### src/source/lsu_pkg.sv
package lsu_pkg;

	localparam int ADDR_WIDTH = 32;
	localparam int DATA_WIDTH = 32;
	localparam int BUS_WIDTH  = 64;
	localparam int ID_WIDTH   = 4;
	localparam int REG_WIDTH  = 5;

	typedef enum logic [3:0] {
		OP_NONE,
		OP_LW,
		OP_LH,
		OP_LHU,
		OP_LB,
		OP_LBU,
		OP_SW,
		OP_SH,
		OP_SB
	} mem_op_e;

	typedef struct packed {
		mem_op_e                op;
		logic [ADDR_WIDTH-1:0] addr;
		logic [DATA_WIDTH-1:0] data;
		logic [REG_WIDTH-1:0]  rd;
	} lsu_req_t;

	// two word transfers at most, one strobe bit per byte of the word
	typedef struct packed {
		logic [ADDR_WIDTH-1:0] first_addr;
		logic [ADDR_WIDTH-1:0] second_addr;
		logic [3:0]            first_strb;
		logic [3:0]            second_strb;
		logic                  split;
	} lane_plan_t;

	typedef struct packed {
		logic [ID_WIDTH-1:0]   id;
		logic [ADDR_WIDTH-1:0] addr;
	} bus_addr_t;

	typedef struct packed {
		logic [BUS_WIDTH-1:0]   data;
		logic [BUS_WIDTH/8-1:0] strb;
	} bus_wdata_t;

	typedef struct packed {
		logic [ID_WIDTH-1:0]  id;
		logic [BUS_WIDTH-1:0] data;
	} bus_rdata_t;

	typedef struct packed {
		logic [REG_WIDTH-1:0]  rd;
		logic [DATA_WIDTH-1:0] value;
	} wb_t;

endpackage

### src/source/lsu_bus_fsm.sv
`timescale 1ns/1ps

module lsu_bus_fsm #(
	parameter int ID_WIDTH   = lsu_pkg::ID_WIDTH,
	parameter int DATA_WIDTH = lsu_pkg::DATA_WIDTH,
	parameter int BUS_WIDTH  = lsu_pkg::BUS_WIDTH
) (
	input  logic                 clock,
	input  logic                 reset,
	input  lsu_pkg::lsu_req_t    stage_req,
	input  logic                 stage_valid,
	input  lsu_pkg::lane_plan_t  plan,
	input  logic                 aw_ready,
	input  logic                 w_ready,
	input  logic                 b_valid,
	input  logic [ID_WIDTH-1:0]  b_id,
	input  logic                 ar_ready,
	input  logic                 r_valid,
	input  logic [ID_WIDTH-1:0]  r_id,
	output lsu_pkg::bus_addr_t   aw,
	output logic                 aw_valid,
	output lsu_pkg::bus_wdata_t  w,
	output logic                 w_valid,
	output logic                 b_ready,
	output lsu_pkg::bus_addr_t   ar,
	output logic                 ar_valid,
	output logic                 r_ready,
	output logic                 beat_accept,
	output logic                 second_beat,
	output logic                 op_done,
	output logic                 store_done
);

	import lsu_pkg::*;

	localparam int HALVES = BUS_WIDTH / DATA_WIDTH;

	typedef enum logic [2:0] {
		IDLE,
		ADDR,
		WDATA,
		RESP,
		NEXT
	} bus_state_e;

	bus_state_e          state;
	bus_state_e          state_next;
	logic [ID_WIDTH-1:0] id_count;
	logic [ID_WIDTH-1:0] beat_id;
	logic                is_load;
	logic                is_store;
	logic                resp_ok;
	logic                last_beat;
	logic [3:0]          beat_strb;
	bus_addr_t           beat_req;

	assign is_load  = stage_req.op inside {OP_LW, OP_LH, OP_LHU, OP_LB, OP_LBU};
	assign is_store = stage_req.op inside {OP_SW, OP_SH, OP_SB};

	// only a response carrying our ID counts
	assign resp_ok = is_store ? (b_valid && b_id == beat_id)
	                          : (r_valid && r_id == beat_id);

	assign last_beat = second_beat || !plan.split;

	always_comb begin
		state_next  = state;
		op_done     = 1'b0;
		beat_accept = 1'b0;
		case (state)
			IDLE: begin
				if (stage_valid) begin
					if (is_load || is_store) begin
						state_next = ADDR;
					end else begin
						// nothing to move on the bus
						op_done = 1'b1;
					end
				end
			end
			ADDR: begin
				if (is_store && aw_ready) begin
					state_next = WDATA;
				end else if (is_load && ar_ready) begin
					state_next = RESP;
				end
			end
			WDATA: begin
				if (w_ready) begin
					state_next = RESP;
				end
			end
			RESP: begin
				if (resp_ok) begin
					beat_accept = 1'b1;
					if (last_beat) begin
						op_done    = 1'b1;
						state_next = IDLE;
					end else begin
						state_next = NEXT;
					end
				end
			end
			NEXT: begin
				state_next = ADDR;
			end
			default: begin
				state_next = IDLE;
			end
		endcase
	end

	always_ff @(posedge clock) begin
		if (reset) begin
			state       <= IDLE;
			id_count    <= '0;
			second_beat <= 1'b0;
		end else begin
			state    <= state_next;
			id_count <= id_count + 1'b1;
			if (op_done) begin
				second_beat <= 1'b0;
			end else if (state == NEXT) begin
				second_beat <= 1'b1;
			end
		end
	end

	// fresh ID each time an address goes out
	always_ff @(posedge clock) begin
		if ((state == IDLE && state_next == ADDR) || state == NEXT) begin
			beat_id <= id_count;
		end
	end

	assign beat_req.id   = beat_id;
	assign beat_req.addr = second_beat ? plan.second_addr : plan.first_addr;
	assign beat_strb     = second_beat ? plan.second_strb : plan.first_strb;

	assign aw       = beat_req;
	assign ar       = beat_req;
	assign aw_valid = (state == ADDR) && is_store;
	assign ar_valid = (state == ADDR) && is_load;

	// same word on every half, slave picks by address bit 2
	assign w.data  = {HALVES{stage_req.data}};
	assign w.strb  = {HALVES{beat_strb}};
	assign w_valid = (state == WDATA);

	assign b_ready = (state == RESP) && is_store;
	assign r_ready = (state == RESP) && is_load;

	assign store_done = op_done && is_store;

endmodule

### src/source/lsu_lane_planner.sv
`timescale 1ns/1ps

module lsu_lane_planner #(
	parameter int ADDR_WIDTH = lsu_pkg::ADDR_WIDTH
) (
	input  lsu_pkg::lsu_req_t   stage_req,
	output lsu_pkg::lane_plan_t plan
);

	import lsu_pkg::*;

	logic [3:0]            access_mask;
	logic [1:0]            offset;
	logic [7:0]            lanes;
	logic [ADDR_WIDTH-1:0] word_addr;

	// bytes touched, before moving to the offset
	always_comb begin
		case (stage_req.op)
			OP_LW, OP_SW: begin
				access_mask = 4'b1111;
			end
			OP_LH, OP_LHU, OP_SH: begin
				access_mask = 4'b0011;
			end
			OP_LB, OP_LBU, OP_SB: begin
				access_mask = 4'b0001;
			end
			default: begin
				access_mask = 4'b0000;
			end
		endcase
	end

	assign offset = stage_req.addr[1:0];

	// upper nibble holds whatever spills past the word boundary
	assign lanes = {4'b0000, access_mask} << offset;

	assign word_addr = {stage_req.addr[ADDR_WIDTH-1:2], 2'b00};

	always_comb begin
		plan.first_addr  = word_addr;
		plan.second_addr = word_addr + ADDR_WIDTH'(4);
		plan.first_strb  = lanes[3:0];
		plan.second_strb = lanes[7:4];
		// e.g. LW at offset 1, or LH at offset 3
		plan.split       = |lanes[7:4];
	end

endmodule

### src/source/lsu_load_merge.sv
`timescale 1ns/1ps

module lsu_load_merge #(
	parameter int DATA_WIDTH = lsu_pkg::DATA_WIDTH,
	parameter int BUS_WIDTH  = lsu_pkg::BUS_WIDTH,
	parameter int REG_WIDTH  = lsu_pkg::REG_WIDTH
) (
	input  logic                 clock,
	input  logic                 reset,
	input  lsu_pkg::lsu_req_t    stage_req,
	input  lsu_pkg::lane_plan_t  plan,
	input  lsu_pkg::bus_rdata_t  r,
	input  logic                 beat_accept,
	input  logic                 second_beat,
	input  logic                 op_done,
	output lsu_pkg::wb_t         wb,
	output logic                 wb_valid
);

	import lsu_pkg::*;

	localparam int BYTES = DATA_WIDTH / 8;

	logic                    is_load;
	logic                    half_sel;
	logic                    capture;
	logic                    first_valid;
	logic [DATA_WIDTH-1:0]   beat_word;
	logic [DATA_WIDTH-1:0]   first_word;
	logic [DATA_WIDTH-1:0]   first_src;
	logic [DATA_WIDTH-1:0]   joined;
	logic [DATA_WIDTH-1:0]   aligned;
	logic [DATA_WIDTH-1:0]   ext;
	logic [2*DATA_WIDTH-1:0] doubled;

	assign is_load = stage_req.op inside {OP_LW, OP_LH, OP_LHU, OP_LB, OP_LBU};

	// bus half that carries the word of this beat
	assign half_sel  = second_beat ? plan.second_addr[2] : plan.first_addr[2];
	assign beat_word = r.data[DATA_WIDTH*half_sel +: DATA_WIDTH];

	assign capture = beat_accept && is_load && !second_beat && plan.split;

	always_ff @(posedge clock) begin
		if (capture) begin
			first_word <= beat_word;
		end
	end

	always_ff @(posedge clock) begin
		if (reset) begin
			first_valid <= 1'b0;
		end else if (op_done) begin
			first_valid <= 1'b0;
		end else if (capture) begin
			first_valid <= 1'b1;
		end
	end

	assign first_src = first_valid ? first_word : beat_word;

	always_comb begin
		for (int i = 0; i < BYTES; i++) begin
			if (plan.first_strb[i]) begin
				joined[8*i +: 8] = first_src[8*i +: 8];
			end else if (plan.second_strb[i]) begin
				joined[8*i +: 8] = beat_word[8*i +: 8];
			end else begin
				joined[8*i +: 8] = 8'h00;
			end
		end
	end

	// rotate right by the byte offset
	assign doubled = {joined, joined} >> (8 * stage_req.addr[1:0]);
	assign aligned = doubled[DATA_WIDTH-1:0];

	always_comb begin
		case (stage_req.op)
			OP_LH:   ext = {{(DATA_WIDTH-16){aligned[15]}}, aligned[15:0]};
			OP_LHU:  ext = {{(DATA_WIDTH-16){1'b0}}, aligned[15:0]};
			OP_LB:   ext = {{(DATA_WIDTH-8){aligned[7]}}, aligned[7:0]};
			OP_LBU:  ext = {{(DATA_WIDTH-8){1'b0}}, aligned[7:0]};
			default: ext = aligned;
		endcase
	end

	// x0 as target when there is no load
	assign wb.rd    = is_load ? stage_req.rd : {REG_WIDTH{1'b0}};
	assign wb.value = ext;
	assign wb_valid = op_done && is_load;

endmodule

### src/source/lsu_request_stage.sv
`timescale 1ns/1ps

module lsu_request_stage (
	input  logic             clock,
	input  logic             reset,
	input  lsu_pkg::lsu_req_t req,
	input  logic             req_valid,
	input  logic             op_done,
	output logic             allowin,
	output lsu_pkg::lsu_req_t stage_req,
	output logic             stage_valid
);

	// empty stage, or the held operation retires this cycle
	assign allowin = !stage_valid || op_done;

	always_ff @(posedge clock) begin
		if (reset) begin
			stage_valid <= 1'b0;
		end else if (allowin) begin
			stage_valid <= req_valid;
		end
	end

	// payload only moves on an accepted request
	always_ff @(posedge clock) begin
		if (allowin && req_valid) begin
			stage_req <= req;
		end
	end

endmodule

### src/source/lsu_top.sv
`timescale 1ns/1ps

module lsu_top #(
	parameter int ADDR_WIDTH = lsu_pkg::ADDR_WIDTH,
	parameter int DATA_WIDTH = lsu_pkg::DATA_WIDTH,
	parameter int BUS_WIDTH  = lsu_pkg::BUS_WIDTH,
	parameter int ID_WIDTH   = lsu_pkg::ID_WIDTH,
	parameter int REG_WIDTH  = lsu_pkg::REG_WIDTH
) (
	input  logic                 clock,
	input  logic                 reset,
	input  lsu_pkg::lsu_req_t    req,
	input  logic                 req_valid,
	output logic                 allowin,
	output lsu_pkg::wb_t         wb,
	output logic                 wb_valid,
	output logic                 store_done,
	output lsu_pkg::bus_addr_t   aw,
	output logic                 aw_valid,
	input  logic                 aw_ready,
	output lsu_pkg::bus_wdata_t  w,
	output logic                 w_valid,
	input  logic                 w_ready,
	input  logic                 b_valid,
	input  logic [ID_WIDTH-1:0]  b_id,
	output logic                 b_ready,
	output lsu_pkg::bus_addr_t   ar,
	output logic                 ar_valid,
	input  logic                 ar_ready,
	input  lsu_pkg::bus_rdata_t  r,
	input  logic                 r_valid,
	output logic                 r_ready
);

	import lsu_pkg::*;

	lsu_req_t   stage_req;
	lane_plan_t plan;
	logic       stage_valid;
	logic       op_done;
	logic       beat_accept;
	logic       second_beat;

	lsu_request_stage request_stage_inst (
		.clock       (clock),
		.reset       (reset),
		.req         (req),
		.req_valid   (req_valid),
		.op_done     (op_done),
		.allowin     (allowin),
		.stage_req   (stage_req),
		.stage_valid (stage_valid)
	);

	lsu_lane_planner #(
		.ADDR_WIDTH (ADDR_WIDTH)
	) lane_planner_inst (
		.stage_req (stage_req),
		.plan      (plan)
	);

	lsu_bus_fsm #(
		.ID_WIDTH   (ID_WIDTH),
		.DATA_WIDTH (DATA_WIDTH),
		.BUS_WIDTH  (BUS_WIDTH)
	) bus_fsm_inst (
		.clock       (clock),
		.reset       (reset),
		.stage_req   (stage_req),
		.stage_valid (stage_valid),
		.plan        (plan),
		.aw_ready    (aw_ready),
		.w_ready     (w_ready),
		.b_valid     (b_valid),
		.b_id        (b_id),
		.ar_ready    (ar_ready),
		.r_valid     (r_valid),
		.r_id        (r.id),
		.aw          (aw),
		.aw_valid    (aw_valid),
		.w           (w),
		.w_valid     (w_valid),
		.b_ready     (b_ready),
		.ar          (ar),
		.ar_valid    (ar_valid),
		.r_ready     (r_ready),
		.beat_accept (beat_accept),
		.second_beat (second_beat),
		.op_done     (op_done),
		.store_done  (store_done)
	);

	lsu_load_merge #(
		.DATA_WIDTH (DATA_WIDTH),
		.BUS_WIDTH  (BUS_WIDTH),
		.REG_WIDTH  (REG_WIDTH)
	) load_merge_inst (
		.clock       (clock),
		.reset       (reset),
		.stage_req   (stage_req),
		.plan        (plan),
		.r           (r),
		.beat_accept (beat_accept),
		.second_beat (second_beat),
		.op_done     (op_done),
		.wb          (wb),
		.wb_valid    (wb_valid)
	);

endmodule

### config.mk
export PLATFORM = sky130hd
export DESIGN_NAME = lsu_top
export DESIGN_NICKNAME = d
export VERILOG_FILES = /design/src/source/lsu_pkg.sv /design/src/source/lsu_bus_fsm.sv /design/src/source/lsu_lane_planner.sv /design/src/source/lsu_load_merge.sv /design/src/source/lsu_request_stage.sv /design/src/source/lsu_top.sv
export SDC_FILE = /design/constraint.sdc
export NUM_CORES = 1
export LEC_CHECK = 0
export ABC_AREA = 1
export BUFFER_PORTS_ARGS = -buffer_cell sky130_fd_sc_hd__buf_2
export CORE_AREA = 3 3 137 139
export DETAILED_ROUTE_END_ITERATION = 16
export DIE_AREA = 0 0 140 142
export GPL_TIMING_DRIVEN = 1
export PLACE_DENSITY = 0.74
export SKIP_LAST_GASP = 1
export SLEW_MARGIN = 20
export SYNTH_ARGS = -nofsm -noshare
export SYNTH_HDL_FRONTEND = slang
export SYNTH_SLANG_ARGS = --single-unit
### constraint.sdc
create_clock -name clock -period 3.2 [get_ports clock]
set_input_delay 0 -clock clock [delete_from_list [all_inputs] [get_ports clock]]
set_output_delay 0 -clock clock [all_outputs]
set_load 0.03 [all_outputs]
# After elaboration in Yosys (flattened, before gate mapping)
# Memories as Yosys holds them, arrays and structs flattened. A register that Yosys moved wholly into a read port is not among the register bits.
# Index checks and enable logic that the tools add are counted.
classes:
  n_addsub: 2
  eq_ne: 15
  shifts: 3
  muxes: 31
  n_reduce_logical: 27
ops:
  columns: ["cell", "n"]
  rows:
  - ["$pmux 32 s4", 1]
  - ["$mux 32", 2]
  - ["$mux 8", 8]
  - ["$shiftx 64x7->32", 1]
  - ["$shr 64x5->32", 1]
  - ["$add 32x3->32 const B", 1]
  - ["$mux 3", 7]
  - ["$eq 4x3->1 const B", 4]
  - ["$logic_and 1x1->1", 15]
  - ["$pmux 3 s5", 1]
  - ["$eq 4x2->1 const B", 2]
  - ["$eq 4x4->1", 2]
  - ["$mux 1", 8]
  - ["$mux 4", 2]
  - ["$shl 4x2->8", 1]
  - ["$eq 3x1->1 const B", 2]
  - ["$eq 3x2->1 const B", 2]
  - ["$mux 5", 1]
  - ["$reduce_bool 5->1", 1]
  - ["$add 4x1->4 const B", 1]
  - ["$eq 4x1->1 const B", 1]
  - ["$eq 4x4->1 const B", 1]
  - ["$logic_or 1x1->1", 4]
  - ["$reduce_or 4->1", 1]
  - ["other kinds (6)", 8]
totals:
  register_bits: 119
  romBits: 64
  output_inout_bits: 189
  mem_count: 1
memory_table:
  columns: ["name", "depth", "width", "rd", "rd_ports_with_merged_regs", "write_ports", "line_no", "text"]
  rows:
  - ["(no name shown)", 16, 4, 1, 1, 0, "lsu_lane_planner.sv:19", "case (stage_req.op)"]

# Longest topological paths before layout
logic_depth:
  word_depth: 10
  ltp_mapped: 16

# By module
# A second synthesis with hierarchy kept.
hier_totals:
  cells_unflattened: 1214
  area_unflattened_um2: 9046.2
by_module_without_submodules:
  columns: ["module", "instances", "cells_per_inst", "area_per_inst_um2", "seq_area_each_um2"]
  rows:
  - ["lsu_load_merge", 1, 536, 3512.1, 980.9]
  - ["lsu_request_stage", 1, 79, 2239.6, 2212.1]
  - ["lsu_bus_fsm", 1, 338, 2039.5, 280.3]
  - ["lsu_lane_planner", 1, 261, 1255.0, 0.0]

# Least setup slack after synthesis
# No wires, ideal clock.
synth_timing:
  path_kind: "register to register"
  start: "register bus_fsm_inst.beat_id[2]"
  end: "register, netlist name request_stage_inst.stage_req[0]"
  setup_time_ns: 0.427
  arrival_time_ns: 2.830
  t_required_ns: 2.773
  slack_ns: -0.057
  path_stages_with_launch: 11
  path_buffers: 0
  period_less_slack_ns: 3.257
  path_cell_list: "edfxtp_1 > inv_1 > nand2_1 > nand2_1 > nor2_1 > nand3_1 > nand2_1 > nand3_2 > nand3_4 > nand2_4 > inv_1"
synth_between:
  elab_chain_len: 7
synth_rtl:
  columns: ["item", "line_no", "text"]
  rows:
  - ["from (decl)", "lsu_bus_fsm.sv:49", "logic [ID_WIDTH-1:0] beat_id;"]
  - ["from (signal assigned)", "lsu_bus_fsm.sv:132", "beat_id <= id_count;"]
  - ["$eq 4x4->1, on equally long branches", "lsu_bus_fsm.sv:62, lsu_bus_fsm.sv:61", null]
  - ["$logic_and 1x1->1, on equally long branches", "lsu_bus_fsm.sv:62, lsu_bus_fsm.sv:61", null]
  - ["$mux 1 *", "lsu_bus_fsm.sv:61", "assign resp_ok = is_store ? (b_valid && b_id == beat_id)"]
  - ["$mux 1 *", "lsu_bus_fsm.sv:94", "if (resp_ok) begin"]
  - ["$pmux 1 s2 *", "lsu_bus_fsm.sv:70", "case (state)"]
  - ["$logic_or 1x1->1 *", "lsu_request_stage.sv:15", "assign allowin = !stage_valid || op_done;"]
  - ["named net allowin", "lsu_top.sv:14", "output logic allowin,"]
  - ["$logic_and 1x1->1 *", "lsu_request_stage.sv:27", "if (allowin && req_valid) begin"]
# Mark *: on every way through the listed nets, which the timed path passes. The rest lies on a longest branch.
# A chain may end at the register's enable or synchronous reset.

==> impl_metrics.tcl <==
set metrics [dict create \
    cp_max_fo 29 \
    ys_ff_latch 122 \
    startpoint_type "flip-flop" \
    path_delay_family "simple AND/OR/NAND/NOR gates" \
    required_ns 3.20 \
    final_core_util_pct 61.0 \
    startpoint "request_stage_inst.stage_req[39]" \
    min_from "r[7]" \
    layoutNonFillerInstCount 1549 \
    crit_type "flip-flop to primary output" \
    dp_cells 1375 \
    final_common_cell "buf_2" \
    clkPwrFrac_pct 36.7 \
    mostFrequentLayoutCells "337 x buf_2, 257 x nand2_1, 140 x dlygate4sd3_1" \
    start_util_pct 43.5 \
    multi_input_area_um2 2900 \
    setup_ws_ns 0.247 \
    grt_max_degree 35 \
    drc_errors 0 \
    p_per_area_nw_per_um2 490 \
    power_frac_comb_pct 27.6 \
    finalCriticalPeriod_ns 2.95 \
    cts_htree_levels 4 \
    initialDrtViolationCount 593 \
    yosys_warnings 0 \
    tightest_slew_ns 0.715 \
    layout-drive-gt1-share_pct 31.9 \
    num_vias 7748 \
    path_cells "inv_1, nand2_1, nand2_1, inv_2, or2_1, o21ai_1, o21ai_1, nand2_1, inv_2, o21ai_2, o21ai_2, nand2_2, nand3_1, buf_2" \
    setup_tns_ns 0 \
    die_w_um 140 \
    setup_viol 0 \
    report.final.slew_viol_count 0 \
    power_switching_w 0.00187 \
    period_share_pct 92.3 \
    clockRootBuffer "clkbuf_16" \
    area_growth_syn_to_layout_pct 40.4 \
    fillers 1478 \
    place.gp.congestion 0.970 \
    rows 49 \
    port_buffers 337 \
    ys_seq_area_share_pct 45.7 \
    wl_um 25500 \
    clock_path_buffers 2 \
    grt_first_pass_wirelength_um 38500 \
    seqCellArea_um2 3530 \
    swShare_pct 35.1 \
    routedWlPerCell_um 16.5 \
    worst-path-buf-inv 4 \
    core_area_um2 17800 \
    dp.final_hpwl_um 18500 \
    ys.flop_type "edfxtp_1" \
    synth_cell_type_count 51 \
    viasPerCell 5.00 \
    leakagePower_nw 5.32 \
    arrival_ns 2.95 \
    rsz0062_at_grt "no" \
    cts-buffers-inserted 17 \
    antenna_found_initial 1 \
    ir_drop_mv 0.395 \
    drv_cap 0 \
    track_usage_pct 24.6 \
    timing.critical_path.mode_cell "nand2_1" \
    postSynth.asyncResetShare_pct 0 \
    postRouteAntennaNets 0 \
    holdCritPathClass "input port to flip-flop" \
    intPower_w 0.00345 \
    clock-sinks 122 \
    max_stage_delay_ns 0.45 \
    fmax_mhz 339 \
    grt_overflow 0 \
    dr.pass1.iters 5 \
    skew_ns 0.0154 \
    worst_skew_pair.late_latency_ns 0.42 \
    postSynthAreaPerCell_um2 8.27 \
    cp_slowest_cell "edfxtp_1" \
    synthCells 935 \
    seq_power_share_pct 35.7 \
    nets 1460 \
    io_pins 342 \
    die_h_um 142 \
    report.final.hold_viol_count 0 \
    syn-cell-area_um2 7730 \
    place_ws_ns 0.589 \
    die-area_um2 19900 \
    cts_tree "built" \
    synth_edf_count 109 \
    finalPower_w 0.00532 \
    outcome "finished clean" \
    endpoint_kind "primary output" \
    relSlewSlack_pct 51.8 \
    reg2reg_from "request_stage_inst.stage_req[37]" \
    clk_pin_slew_ns 0.06 \
    grt_pass1_vias 7230 \
]
==> timing repair <==
action                                 4_1_cts  5_1_grt
setup buffers                                0        0
endpoints found under the hold margin      115        0
setup endpoints to repair                    0       24
hold buffers                               140        0
gates resized for setup                      0        1
==> cells in the mapped netlist, types with 3 or more instances <==
cell / instances / area (um2)
nand2_1: 257 / 965
xor2_1: 16 / 140
inv_1: 82 / 308
nand4_1: 4 / 25.0
a31oi_1: 4 / 25.0
nor2_1: 68 / 255
buf_4: 110 / 826
nor3_1: 6 / 30.0
nand2_2: 4 / 25.0
buf_2: 7 / 35.0
xnor2_1: 7 / 61.3
dfxtp_1: 13 / 260
o21ai_2: 7 / 61.3
nand3b_1: 4 / 30.0
a32oi_1: 3 / 26.3
clkbuf_1: 16 / 60.1
buf_6: 4 / 45.0
edfxtp_1: 109 / 3270
o21ai_0: 64 / 320
o21ai_1: 11 / 55.1
nand3_1: 63 / 315
nand2_4: 3 / 33.8
inv_2: 7 / 26.3
o211ai_1: 17 / 128
a21oi_1: 17 / 85.1
==> per-stage QoR <==
step | hold slack (ns) | cell area (um2)
after CTS | 0.0154 | 10800
final | 0.0259 | 10900
after detailed placement | 0.178 | 8840
after floorplan | 0.0667 | 7740
after global placement | 0.177 | 8840
after global routing | 0.0411 | 10800
==> power groups by stage <==
stage	clock, W	sequential [W]	combinational [W]
finish	0.00195	0.00190	0.00147
global route	0.00207	0.00191	0.00157
CTS	0.00200	0.00190	0.00145
detailed placement	0	0.00193	0.00129
global placement	0	0.00193	0.00128
floorplan	0	0.00192	0.000982
==> kinds of logic after synthesis <==
logic type	Yosys count	synth area share, %
multiplexers	2	0.259
AO/OA/AOI/OAI	129	9.97
AND/OR/NAND/NOR	427	24.1
buffers and inverters	229	17.0
other	1	0.0485
adder cells (fa/ha/maj)	2	0.324
flip-flops	122	45.7
XOR/XNOR	23	2.61
==> cell type report <==
class                   count  area share [%]
well taps                 229            2.64
clock inverters            15            1.60
multi-input cells         587            26.7
inverters                  91            3.21
repair buffers            486            29.3
diodes                      2          0.0461
flip-flops and latches    122            32.6
clock buffers              17            3.92
==> per-layer routing <==
layer / global-route usage [%] / wire, um / vias up
met5: 0 / 0 / -
met4: 10.8 / 963 / 0
met3: 5.24 / 1880 / 71
met2: 42.5 / 12600 / 436
met1: 29.9 / 10100 / 3516
li1: - / - / 3725
==> registers in the layout (all words and copies together), names as in the netlist <==
name / count
request_stage_inst.stage_req: 73
bus_fsm_inst.id_count: 4
bus_fsm_inst.state: 3
lane_planner_inst.access_mask: 3
request_stage_inst.stage_valid: 1
load_merge_inst.first_word: 32
load_merge_inst.first_valid: 1
bus_fsm_inst.second_beat: 1
bus_fsm_inst.beat_id: 4
==> worst register-to-register path, stage by stage, from the launching register on <==
cell,delay [ns]
edfxtp_1,0.49
inv_4,0.31
nand2_1,0.12
nand2_1,0.07
nand2_1,0.04
nand2_1,0.14
o21ai_1,0.12
nand3_2,0.12
nand3_4,0.12
nand2_4,0.15
clkinvlp_4,0.27
buf_4,0.30
==> final timing paths <==
path	endpoint	slack, ns	depth (start not counted)
max	wb[27]	0.25	14
max reg2reg	request_stage_inst.stage_req[55]	0.69	11
min reg2reg	bus_fsm_inst.beat_id[3]	0.46	0
min	load_merge_inst.first_word[7]	0.03	4
No activity file was read; power rests on OpenSTA's default activity.
